`config.mk`:
```
export PLATFORM = sky130hd
export DESIGN_NAME = s2650_core
export DESIGN_NICKNAME = d
export VERILOG_FILES = /design/src/hw/s2650_pkg.sv /design/src/hw/s2650_decode.sv /design/src/hw/s2650_alu.sv /design/src/hw/s2650_regfile.sv /design/src/hw/s2650_sequencer.sv /design/src/hw/s2650_core.sv
export VERILOG_INCLUDE_DIRS = /design/src /design/src/hw
export SDC_FILE = /design/constraint.sdc
export NUM_CORES = 1
export LEC_CHECK = 0
export ABC_AREA = 1
export BUFFER_PORTS_ARGS = -buffer_cell sky130_fd_sc_hd__buf_2
export CAP_MARGIN = 30
export CORE_MARGIN = 2
export CORE_UTILIZATION = 55
export CTS_CLUSTER_DIAMETER = 80
export DETAILED_ROUTE_END_ITERATION = 7
export PLACE_DENSITY = 0.77
export SLEW_MARGIN = 30
export SYNTH_ARGS = -nofsm -noshare
export SYNTH_HDL_FRONTEND = slang
export SYNTH_SLANG_ARGS = --single-unit
```
`constraint.sdc`:
```
create_clock -name clk -period 6.45 [get_ports clk]
set_input_delay 0.645 -clock clk [delete_from_list [all_inputs] [get_ports clk]]
set_output_delay 0.645 -clock clk [all_outputs]
set_load 0.01 [all_outputs]
```
`src/hw/s2650_defines.svh`:
```
`ifndef S2650_DEFINES_SVH
`define S2650_DEFINES_SVH

// Datapath sizes
`define S2650_DATA_W 8
`define S2650_ADDR_W 15
`define S2650_NREGS 7

// Opcodes handled outside the ALU group
`define S2650_OP_HALT 8'h40
`define S2650_OP_NOP 8'hC0
`define S2650_OP_LPSL 8'h93
`define S2650_OP_SPSL 8'h13
`define S2650_OP_BCTA 8'h1C
`define S2650_OP_BCFA 8'h9C

// Addressing mode field, opcode bits 3:2
`define S2650_MODE_Z 2'b00
`define S2650_MODE_I 2'b01
`define S2650_MODE_A 2'b11

// PSL bit positions
`define S2650_PSL_CC1 7
`define S2650_PSL_CC0 6
`define S2650_PSL_IDC 5
`define S2650_PSL_RS 4
`define S2650_PSL_WC 3
`define S2650_PSL_OVF 2
`define S2650_PSL_COM 1
`define S2650_PSL_C 0

`define S2650_PSL_RESET 8'h00
`define S2650_PC_RESET 15'h0000

`endif

```
`src/hw/s2650_pkg.sv`:
```
`include "s2650_defines.svh"

package s2650_pkg;

	// Operation field, opcode bits 7:5
	typedef enum logic [2:0] {
		OP_LOD = 3'd0,
		OP_EOR = 3'd1,
		OP_AND = 3'd2,
		OP_IOR = 3'd3,
		OP_ADD = 3'd4,
		OP_SUB = 3'd5,
		OP_STR = 3'd6,
		OP_COM = 3'd7
	} alu_op_t;

	// Same layout as the PSL byte, cc in bits 7:6
	typedef struct packed {
		logic [1:0] cc;
		logic idc;
		logic rs;
		logic wc;
		logic ovf;
		logic com;
		logic c;
	} psl_t;

	typedef enum logic [2:0] {
		IC_ALU,
		IC_BRANCH,
		IC_LPSL,
		IC_SPSL,
		IC_HALT,
		IC_NOP
	} insn_class_t;

	typedef struct packed {
		insn_class_t iclass;
		alu_op_t op;
		logic [1:0] mode;
		logic [1:0] rsel;
		logic branch_false;
		logic [1:0] cond;
		logic [1:0] n_params;
	} dec_t;

	typedef struct packed {
		logic [`S2650_DATA_W-1:0] value;
		logic [1:0] cc;
		logic c;
		logic idc;
		logic ovf;
	} alu_res_t;

	typedef struct packed {
		logic [`S2650_ADDR_W-1:0] addr;
		logic rd;
		logic wr;
		logic [`S2650_DATA_W-1:0] wdata;
	} bus_req_t;

	// Condition code of a result byte
	function automatic logic [1:0] cc_of(input logic [`S2650_DATA_W-1:0] v);
		if (v == '0) begin
			return 2'b00;
		end
		if (v[`S2650_DATA_W-1]) begin
			return 2'b10;
		end
		return 2'b01;
	endfunction

endpackage

```
`src/hw/s2650_decode.sv`:
```
`include "s2650_defines.svh"

module s2650_decode import s2650_pkg::*; (
	input logic [`S2650_DATA_W-1:0] opcode,
	output dec_t dec
);

	always_comb begin
		dec.iclass = IC_NOP;
		dec.op = alu_op_t'(opcode[7:5]);
		dec.mode = opcode[3:2];
		dec.rsel = opcode[1:0];
		dec.branch_false = opcode[7];
		dec.cond = opcode[1:0];
		dec.n_params = 2'd0;

		if (opcode == `S2650_OP_HALT) begin
			dec.iclass = IC_HALT;
		end else if (opcode == `S2650_OP_NOP) begin
			dec.iclass = IC_NOP;
		end else if (opcode == `S2650_OP_LPSL) begin
			dec.iclass = IC_LPSL;
		end else if (opcode == `S2650_OP_SPSL) begin
			dec.iclass = IC_SPSL;
		end else if ({opcode[7:2], 2'b00} == `S2650_OP_BCTA) begin
			dec.iclass = IC_BRANCH;
			dec.n_params = 2'd2;
		end else if ({opcode[7:2], 2'b00} == `S2650_OP_BCFA && opcode[1:0] != 2'd3) begin
			// 9Fh is BXA on the full part
			dec.iclass = IC_BRANCH;
			dec.n_params = 2'd2;
		end else if (!opcode[4]) begin
			case (opcode[3:2])
				`S2650_MODE_Z: begin
					dec.iclass = IC_ALU;
				end
				`S2650_MODE_I: begin
					// No immediate store
					if (opcode[7:5] != OP_STR) begin
						dec.iclass = IC_ALU;
						dec.n_params = 2'd1;
					end
				end
				`S2650_MODE_A: begin
					dec.iclass = IC_ALU;
					dec.n_params = 2'd2;
				end
				default: begin
					// Relative mode falls through as NOP
					dec.iclass = IC_NOP;
				end
			endcase
		end
	end

endmodule

```
`src/hw/s2650_alu.sv`:
```
`include "s2650_defines.svh"

module s2650_alu import s2650_pkg::*; (
	input alu_op_t op,
	input logic [`S2650_DATA_W-1:0] a,
	input logic [`S2650_DATA_W-1:0] b,
	input psl_t psl,
	output alu_res_t res
);

	logic [`S2650_DATA_W-1:0] b_eff;
	logic cin;
	logic [`S2650_DATA_W:0] sum;
	logic [4:0] low_sum;
	logic a_gt_b;

	// Subtract as a + ~b + cin, carry out means no borrow
	always_comb begin
		b_eff = (op == OP_SUB) ? ~b : b;
		if (op == OP_SUB) begin
			cin = psl.wc ? psl.c : 1'b1;
		end else begin
			cin = psl.wc & psl.c;
		end
		sum = {1'b0, a} + {1'b0, b_eff} + {{`S2650_DATA_W{1'b0}}, cin};
		low_sum = {1'b0, a[3:0]} + {1'b0, b_eff[3:0]} + {4'd0, cin};
	end

	assign a_gt_b = psl.com ? (a > b) : ($signed(a) > $signed(b));

	always_comb begin
		res.value = b;
		res.c = psl.c;
		res.idc = psl.idc;
		res.ovf = psl.ovf;
		case (op)
			OP_LOD: res.value = b;
			OP_EOR: res.value = a ^ b;
			OP_AND: res.value = a & b;
			OP_IOR: res.value = a | b;
			OP_ADD, OP_SUB: begin
				res.value = sum[`S2650_DATA_W-1:0];
				res.c = sum[`S2650_DATA_W];
				res.idc = low_sum[4];
				res.ovf = (a[7] == b_eff[7]) && (sum[7] != a[7]);
			end
			default: res.value = a;
		endcase

		if (op == OP_COM) begin
			res.cc = (a == b) ? 2'b00 : (a_gt_b ? 2'b01 : 2'b10);
		end else begin
			res.cc = cc_of(res.value);
		end
	end

endmodule

```
`src/hw/s2650_regfile.sv`:
```
`include "s2650_defines.svh"

module s2650_regfile (
	input logic clk,
	input logic rst_n,
	input logic rs,
	input logic [1:0] rsel,
	input logic [1:0] wsel,
	input logic we,
	input logic [`S2650_DATA_W-1:0] wdata,
	output logic [`S2650_DATA_W-1:0] reg_q,
	output logic [`S2650_DATA_W-1:0] r0_q
);

	logic [`S2650_DATA_W-1:0] regs [`S2650_NREGS];

	// Slot 0 is r0, slots 1-3 bank 0, slots 4-6 bank 1
	function automatic logic [2:0] slot(input logic bank, input logic [1:0] sel);
		if (sel == 2'd0) begin
			return 3'd0;
		end
		return bank ? ({1'b0, sel} + 3'd3) : {1'b0, sel};
	endfunction

	assign reg_q = regs[slot(rs, rsel)];
	assign r0_q = regs[0];

	always_ff @(posedge clk) begin
		if (!rst_n) begin
			for (int i = 0; i < `S2650_NREGS; i++) begin
				regs[i] <= '0;
			end
		end else if (we) begin
			regs[slot(rs, wsel)] <= wdata;
		end
	end

endmodule

```
`src/hw/s2650_sequencer.sv`:
```
`include "s2650_defines.svh"

module s2650_sequencer import s2650_pkg::*; (
	input logic clk,
	input logic rst_n,
	input logic [`S2650_DATA_W-1:0] rdata,
	output bus_req_t bus,
	output logic halted,
	output logic [`S2650_DATA_W-1:0] opcode,
	input dec_t dec,
	output logic [1:0] rsel,
	output logic rs,
	input logic [`S2650_DATA_W-1:0] reg_q,
	input logic [`S2650_DATA_W-1:0] r0_q,
	output logic we,
	output logic [1:0] wsel,
	output logic [`S2650_DATA_W-1:0] wdata,
	output alu_op_t alu_op,
	output logic [`S2650_DATA_W-1:0] alu_a,
	output logic [`S2650_DATA_W-1:0] alu_b,
	output psl_t psl,
	input alu_res_t alu_res
);

	typedef enum logic [2:0] {
		ST_FETCH,
		ST_PARAM1,
		ST_PARAM2,
		ST_DATA,
		ST_HALT
	} state_t;

	state_t state;
	logic [`S2650_ADDR_W-1:0] pc;
	logic [`S2650_DATA_W-1:0] opcode_q;
	logic [15:0] oper_q;
	psl_t psl_d;
	logic zmode;
	logic is_store;
	logic alu_exec;
	logic taken;
	logic [`S2650_ADDR_W-1:0] data_addr;

	// Opcode comes straight off the bus during fetch
	assign opcode = (state == ST_FETCH) ? rdata : opcode_q;

	assign zmode = (dec.mode == `S2650_MODE_Z);
	assign is_store = (dec.op == OP_STR);
	assign rsel = dec.rsel;
	assign rs = psl.rs;
	assign alu_op = dec.op;
	assign alu_a = zmode ? r0_q : reg_q;
	assign alu_b = zmode ? reg_q : rdata;
	assign halted = (state == ST_HALT);
	assign data_addr = {pc[`S2650_ADDR_W-1 -: 2], oper_q[12:0]};

	always_comb begin
		if (dec.branch_false) begin
			taken = (psl.cc != dec.cond);
		end else begin
			taken = (dec.cond == 2'd3) || (psl.cc == dec.cond);
		end
	end

	// Cycle in which an ALU instruction has its second operand
	always_comb begin
		case (state)
			ST_FETCH: alu_exec = (dec.iclass == IC_ALU) && (dec.n_params == 2'd0);
			ST_PARAM1: alu_exec = (dec.iclass == IC_ALU) && (dec.n_params == 2'd1);
			ST_DATA: alu_exec = 1'b1;
			default: alu_exec = 1'b0;
		endcase
	end

	always_comb begin
		we = 1'b0;
		wsel = dec.rsel;
		wdata = alu_res.value;
		if (alu_exec) begin
			we = (dec.op != OP_COM) && !(is_store && !zmode);
			// Z mode results land in r0, except STRZ
			if (zmode && !is_store) begin
				wsel = 2'd0;
			end
		end
		if (state == ST_FETCH && dec.iclass == IC_SPSL) begin
			we = 1'b1;
			wsel = 2'd0;
			wdata = psl;
		end
	end

	always_comb begin
		bus.addr = pc;
		bus.rd = 1'b0;
		bus.wr = 1'b0;
		bus.wdata = reg_q;
		case (state)
			ST_FETCH, ST_PARAM1, ST_PARAM2: bus.rd = 1'b1;
			ST_DATA: begin
				bus.addr = data_addr;
				bus.rd = !is_store;
				bus.wr = is_store;
			end
			default: bus.rd = 1'b0;
		endcase
		// Bus stays quiet while reset is held
		if (!rst_n) begin
			bus.rd = 1'b0;
			bus.wr = 1'b0;
		end
	end

	always_comb begin
		psl_d = psl;
		if (alu_exec) begin
			psl_d.cc = alu_res.cc;
			psl_d.c = alu_res.c;
			psl_d.idc = alu_res.idc;
			psl_d.ovf = alu_res.ovf;
		end
		if (state == ST_FETCH) begin
			if (dec.iclass == IC_LPSL) begin
				psl_d = psl_t'(r0_q);
			end else if (dec.iclass == IC_SPSL) begin
				psl_d.cc = cc_of(psl);
			end
		end
	end

	always_ff @(posedge clk) begin
		if (!rst_n) begin
			state <= ST_FETCH;
			pc <= `S2650_PC_RESET;
			psl <= psl_t'(`S2650_PSL_RESET);
		end else begin
			psl <= psl_d;
			case (state)
				ST_FETCH: begin
					pc <= pc + 1'b1;
					if (dec.iclass == IC_HALT) begin
						state <= ST_HALT;
					end else if (dec.iclass == IC_BRANCH && !taken) begin
						// Skip both address bytes
						pc <= pc + 3'd3;
					end else if (dec.n_params != 2'd0) begin
						state <= ST_PARAM1;
					end
				end
				ST_PARAM1: begin
					pc <= pc + 1'b1;
					state <= (dec.n_params == 2'd2) ? ST_PARAM2 : ST_FETCH;
				end
				ST_PARAM2: begin
					if (dec.iclass == IC_BRANCH) begin
						pc <= {oper_q[14:8], rdata};
						state <= ST_FETCH;
					end else begin
						pc <= pc + 1'b1;
						state <= ST_DATA;
					end
				end
				ST_DATA: state <= ST_FETCH;
				default: state <= ST_HALT;
			endcase
		end
	end

	always_ff @(posedge clk) begin
		if (state == ST_FETCH) begin
			opcode_q <= rdata;
		end
		if (state == ST_PARAM1) begin
			oper_q[15:8] <= rdata;
		end
		if (state == ST_PARAM2) begin
			oper_q[7:0] <= rdata;
		end
	end

endmodule

```
`src/hw/s2650_core.sv`:
```
`include "s2650_defines.svh"

module s2650_core import s2650_pkg::*; (
	input logic clk,
	input logic rst_n,
	input logic [`S2650_DATA_W-1:0] rdata,
	output bus_req_t bus,
	output logic halted
);

	logic [`S2650_DATA_W-1:0] opcode;
	dec_t dec;
	logic [1:0] rsel;
	logic [1:0] wsel;
	logic rs;
	logic we;
	logic [`S2650_DATA_W-1:0] reg_q;
	logic [`S2650_DATA_W-1:0] r0_q;
	logic [`S2650_DATA_W-1:0] wdata;
	alu_op_t alu_op;
	logic [`S2650_DATA_W-1:0] alu_a;
	logic [`S2650_DATA_W-1:0] alu_b;
	psl_t psl;
	alu_res_t alu_res;

	s2650_sequencer seq0 (
		.clk(clk),
		.rst_n(rst_n),
		.rdata(rdata),
		.bus(bus),
		.halted(halted),
		.opcode(opcode),
		.dec(dec),
		.rsel(rsel),
		.rs(rs),
		.reg_q(reg_q),
		.r0_q(r0_q),
		.we(we),
		.wsel(wsel),
		.wdata(wdata),
		.alu_op(alu_op),
		.alu_a(alu_a),
		.alu_b(alu_b),
		.psl(psl),
		.alu_res(alu_res)
	);

	s2650_decode dec0 (
		.opcode(opcode),
		.dec(dec)
	);

	s2650_alu alu0 (
		.op(alu_op),
		.a(alu_a),
		.b(alu_b),
		.psl(psl),
		.res(alu_res)
	);

	s2650_regfile rf0 (
		.clk(clk),
		.rst_n(rst_n),
		.rs(rs),
		.rsel(rsel),
		.wsel(wsel),
		.we(we),
		.wdata(wdata),
		.reg_q(reg_q),
		.r0_q(r0_q)
	);

endmodule

```
==> results of run 1 <==
per-layer routing:
layer | vias to the layer above | wire, µm | global-route usage | share of wire
met3 | 69 | 2090 | 0.0723 | 0.091
met1 | 3515 | 9320 | 0.378 | 0.41
li1 | 3737 | - | - | -
met4 | 0 | 898 | 0.128 | 0.039
met2 | 397 | 10700 | 0.479 | 0.46
met5 | - | 0 | 0 | 0
cells in the final DEF (no fill, tap or decap), types with 13 or more instances in the layout:
cell type,count
a21oi_1,51
buf_2,35
clkbuf_16,17
dfxtp_1,42
edfxtp_1,71
ha_1,38
inv_1,183
nand2_1,245
nand2_2,13
nand3_1,86
nand4_1,21
nor2_1,110
nor3_1,27
o211ai_1,13
o21ai_0,64
xnor2_1,14
xor2_1,22
cell type report:
| type | count | area (µm²) | share of cell area |
|---|---|---|---|
| clock buffers | 19 | 433 | 0.0484 |
| clock inverters | 12 | 95.1 | 0.0106 |
| inverters | 190 | 713 | 0.0798 |
| well taps | 184 | 230 | 0.0258 |
| multi-input cells | 784 | 4260 | 0.477 |
| repair buffers | 43 | 235 | 0.0263 |
| flip-flops and latches | 113 | 2970 | 0.333 |
metrics by stage:
| stage | power [mW] | hold WS, ps | cell area (µm²) | util |
|---|---|---|---|---|
| 5_1_grt | 5.17 | 427 | 8940 | 0.617 |
| 4_1_cts | 4.72 | 423 | 8930 | 0.617 |
| 3_3_place_gp | 3.82 | 465 | 8400 | 0.580 |
| 3_5_place_dp | 3.86 | 474 | 8400 | 0.580 |
| 2_1_floorplan | 3.15 | 455 | 8110 | - |
| 6_report | 4.78 | 428 | 8940 | 0.617 |
critical path, delay by kind of cell (launching register included):
family	cells	cell delay, ps
and+or+nand+nor	18	3060
adders and majority gates	2	650
AOI/OAI and AO/OA	4	640
buffers and inverters	3	470
DFF	1	360
xor gates and xnor gates	1	170
worst max-delay path by stage:
stage / from / endpoint / slack [ps] / cells after the start
2_1_floorplan: rdata[0] / rf0.regs[0][4] / 1890 / 30
3_3_place_gp: rdata[0] / rf0.regs[0][4] / 1210 / 28
3_5_place_dp: rdata[0] / rf0.regs[0][4] / 960 / 28
4_1_cts: seq0.state[1] / rf0.regs[0][4] / 950 / 28
5_1_grt: seq0.state[1] / rf0.regs[7][7] / 450 / 29
6_report: seq0.state[1] / rf0.regs[0][4] / 810 / 28
registers in the layout (all words and copies together) (netlist names):
name / flops
rf0.regs: 64
seq0.opcode_q: 8
seq0.oper_q: 15
seq0.pc: 15
seq0.psl: 7
seq0.rs: 1
seq0.state: 3
power by group through the flow:
stage | Clock [mW] | Combinational (mW) | Sequential [mW]
CTS | 0.852 | 2.89 | 0.979
detailed placement | 0 | 2.86 | 0.992
global placement | 0 | 2.82 | 0.991
finish | 0.849 | 2.95 | 0.982
floorplan | 0 | 2.18 | 0.969
global route | 0.884 | 3.29 | 0.993
cells by family after synthesis:
| logic type | count (synthesis) |
|---|---|
| buffers and inverters | 226 |
| adders and majority gates | 40 |
| and+or+nand+nor | 535 |
| muxes | 3 |
| DFF | 113 |
| AOI/OAI and AO/OA | 170 |
| xor gates and xnor gates | 36 |
==> impl_metrics.yaml, run 1 <==
placement:
  port_buffers: 35
  dp_hpwl_mm: 16.7
  dp_slack_ps: 961
  gp_congestion: 0.960
  place_inst: 1314
routing:
  antenna_left: 0
  route.final.wire_length_mm: 23.0
  viasPerCell: 5.74
  num_vias: 7718
  drtIter0Drc: 1044
  wl_per_cell_um: 17.1
  post-route-drc-count: 0
  drtPass1Iterations: 6
sta:
  setup_viol: 0
  worst_pin_slew_ps: 987
  timing_hold_violations_final: 0
  setup_tns_ps: 0
  slew_headroom: 0.339
  maxSlewViolCount: 0
  rsz0062_at_grt: "no"
  final.period_utilization: 0.874
  finalCriticalPeriod_ps: 5640
  worst_slack_ps: 811
  fin_skew_ps: 7.80
  fmax_mhz: 177
logic_synthesis:
  synth_top_flop_cell: "edfxtp_1"
  synth_edf_count: 71
  seq_area_frac_synth: 0.367
  postSynthAreaPerCell_um2: 7.22
  synth_cells: 1123
  synthDistinctLibCells: 48
  ys_ff_latch: 113
  synth_top_area_frac: 0.263
  yosysMostFrequentCell: "nand2_1"
  synth_area_leaders: "edfxtp_1, nand2_1, dfxtp_1, inv_1, ha_1"
  synth_largest_area_cell: "edfxtp_1"
  synth_compound_area_frac: 0.124
  synthesis.area_um2: 8110
  synth_fa_ha_area_frac: 0.0636
  synth.mux.area_fraction: 0.00401
  async_reset_ff_frac: 0
  synthTopCellsByCount: "nand2_1, inv_1, nor2_1"
  synthXorXnorAreaFrac: 0.0389
  syn-num-nets: 1173
  ys_warn_count: 0
  synth-simple-area-share: 0.293
  synth_top_family_by_area: "simple AND/OR/NAND/NOR gates"
power:
  intPower_mw: 2.39
  power_frac_seq: 0.205
  power_frac_comb: 0.617
  power_leakage_nw: 4.13
  power_density_nw_per_um2: 534
  ir_drop_mv: 0.251
  p_sw_mw: 2.39
  switching_share: 0.500
  power_frac_clock: 0.178
die:
  fp.dieH_um: 125
  io_pins: 36
  initial_utilization: 0.560
  rows: 44
  dieArea_um2: 15700
  die_x_um: 125
  core_area_um2: 14500
global_route:
  grt_overflow: 0
  track_usage: 0.295
  grt_max_degree: 34
  grt_pass1_vias: 7129
  grt_pass1_wl_mm: 36.5
  antenna_found_initial: 0
final_layout:
  final_cells: 1345
  fill_cells: 1344
  area_delta_synth_final_pct: 10.3
  fin_nets: 1199
  drive_above_1_share: 0.0999
  num_antenna_cells: 0
hold_path:
  min_path_type: "in -> reg"
  min_to: "seq0.oper_q[1]"
  min_delay_path_depth: 1
  worstHoldStart: "rdata[1]"
worst_setup_path:
  r2r_end: "rf0.regs[0][4]"
  crit_path_top_delay_cell: "or2_0"
  r2r_start: "seq0.state[1]"
  cp-end-kind: "flop"
  crit_top_cell: "nand2_1"
  reg2reg_depth: 28
  critPathMaxStageDelay_ps: 530
  reg2reg_slack_ps: 810
  path_max_fanout: 19
  worst_ep_arrival_time_ps: 5790
  worst_setup_path_start_kind: "flop"
  critical_path_class: "reg -> reg"
  worstPathRequired_ps: 6610
clock_tree:
  clk_pin_slew_ps: 60
  post-cts-setup-buffer-count: 0
  clk_path_buf_depth: 2
  htreeDepth: 4
  clock_sinks: 113
  cts_tree: "yes"
  numCtsBuffers: 17
  cts-resized-gates: 0
  clk_latency_ps: 430
  cts_hold_buffers: 0
  root_buffer: "clkbuf_16"
run:
  max_cap_viol_count: 0
outcome:
  status: "finished, final reports clean"
(Power assumes the default switching activity.)
==> inputs of run 2 (changes only) <==
MAX_ROUTING_LAYER = met4   (was not set)
clock period = 6.4 ns   (was 6.45 ns; I/O delays follow)
==> impl_metrics.yaml, run 2 (same netlist as run 1, synthesis figures left out) <==
final_layout:
  fill_cells: 1337
  layout_common_cells: "nand2_1, inv_1, nor2_1"
  area_delta_synth_final_pct: 11.2
  multi_input_area_um2: 4260
  num_antenna_cells: 0
  largest_reg_flops: 64
  fin_nets: 1201
  largest_register: "rf0.regs"
  seqCellArea_um2: 2970
  final_cells: 1348
  top_regs: "rf0.regs x64, seq0.oper_q x15, seq0.pc x15"
  final_common_cell: "nand2_1"
  drive_above_1_share: 0.105
sta:
  final.period_utilization: 0.854
  finalCriticalPeriod_ps: 5460
  setup_viol: 0
  setup_tns_ps: 0
  fmax_mhz: 183
  slew_headroom: 0.321
  timing_hold_violations_final: 0
  rsz0062_at_grt: "no"
  maxSlewViolCount: 0
  fin_skew_ps: 6.84
  worst_pin_slew_ps: 1010
global_route:
  use_met3: 0.0449
  met2_usage: 0.491
  grt_max_degree: 34
  antenna_found_initial: 0
  grt_pass1_vias: 7240
  grt_pass1_wl_mm: 36.9
  use_met1: 0.388
  busiest_layer: "met2"
  grt_overflow: 0
  track_usage: 0.304
power:
  power_leakage_nw: 4.17
  power_frac_clock: 0.193
  switching_share: 0.494
  p_sw_mw: 2.42
  power_frac_comb: 0.605
  power_density_nw_per_um2: 544
  ir_drop_mv: 0.338
  intPower_mw: 2.48
  power_frac_seq: 0.202
clock_tree:
  cts_tree: "yes"
  root_buffer: "clkbuf_16"
  cts-resized-gates: 0
  clk_latency_ps: 430
  post-cts-setup-buffer-count: 0
  clk_path_buf_depth: 2
  clk_pin_slew_ps: 50
  cts_hold_buffers: 0
  numCtsBuffers: 17
  clock_sinks: 113
  htreeDepth: 4
die:
  fp.dieH_um: 125
  core_area_um2: 14500
  dieArea_um2: 15700
  initial_utilization: 0.560
  rows: 44
  io_pins: 36
  die_x_um: 125
worst_setup_path:
  cp-end-kind: "flop"
  worst_setup_path_start_kind: "flop"
  critical_path_class: "reg -> reg"
  worstPathRequired_ps: 6650
  worst_ep_arrival_time_ps: 5720
  critPathMaxStageDelay_ps: 410
  crit_path_top_delay_cell: "fa_1"
  crit_top_cell: "nand3_1"
  path_max_fanout: 28
  reg2reg_depth: 28
routing:
  viasPerCell: 5.76
  antenna_left: 0
  wl_per_cell_um: 17.1
  post-route-drc-count: 0
  num_vias: 7762
  drtPass1Iterations: 8
  route.final.wire_length_mm: 23.1
  drtIter0Drc: 964
outcome:
  status: "finished, final reports clean"
run:
  max_cap_viol_count: 0
placement:
  dp_hpwl_mm: 16.4
  gp_congestion: 0.945
  port_buffers: 35
  place_inst: 1316
hold_path:
  min_delay_path_depth: 1
  min_path_type: "in -> reg"
run 2: cell types whose count changed in the layout (fill, tap and decap cells not counted):
| cell | previous run | this run |
|---|---|---|
| clkinv_1 | 5 | 3 |
| bufinv_16 | 1 | 2 |
| buf_4 | 8 | 10 |
| clkbuf_8 | 0 | 2 |
| nor3_2 | 1 | 0 |
| clkinv_4 | 3 | 5 |
| clkinv_2 | 4 | 3 |
| nor3_1 | 27 | 28 |
| clkbuf_1 | 2 | 0 |
| clkinvlp_4 | 1 | 2 |
run 2: worst paths after layout:
| check | startpoint | end | slack [ps] |
|---|---|---|---|
| max | seq0.state[1] | rf0.regs[0][6] | 940 |
| min | rdata[1] | seq0.oper_q[1] | 420 |
| max reg2reg | seq0.state[1] | rf0.regs[0][6] | 940 |
| min reg2reg | rf0.regs[6][2] | rf0.regs[6][2] | 480 |
run 2: worst max-delay path: cells and delay by family, from the launching register on:
| kind | cells | cell delay (ps) |
|---|---|---|
| AOI/OAI and AO/OA | 3 | 480 |
| xor gates and xnor gates | 1 | 160 |
| adders and majority gates | 2 | 610 |
| buffers and inverters | 5 | 870 |
| DFF | 1 | 370 |
| and+or+nand+nor | 17 | 2750 |
run 2: area by class of cell:
cell class / instances / share of cell area
Multi-Input combinational cell: 784 / 0.472
Sequential cell: 113 / 0.330
Inverter: 190 / 0.0791
Clock buffer: 19 / 0.0503
Timing Repair Buffer: 45 / 0.0278
Tap cell: 184 / 0.0255
Clock inverter: 13 / 0.0153
run 2: power groups by stage:
stage | registers, mW | clock network (mW) | logic (mW)
5_1_grt | 1.01 | 0.978 | 3.32
3_3_place_gp | 0.999 | 0 | 2.87
6_report | 0.992 | 0.947 | 2.97
3_5_place_dp | 1.00 | 0 | 2.89
4_1_cts | 0.990 | 0.943 | 2.91
2_1_floorplan | 0.976 | 0 | 2.20
run 2: layer usage:
metal / share of wire / routed length, µm
met1: 0.42 / 9670
met3: 0.076 / 1750
met2: 0.48 / 11000
met5: 0 / 0
met4: 0.029 / 661
run 2: through the flow:
stage	setup WS, ps	total power [mW]	utilization	hold WS, ps	instance area (µm²)
after floorplan	1840	3.17	-	455	8110
after global placement	1120	3.87	0.581	464	8410
after detailed placement	1040	3.89	0.581	473	8410
after CTS	1060	4.84	0.622	423	9000
after global routing	404	5.31	0.622	423	9010
final	936	4.91	0.622	420	9010
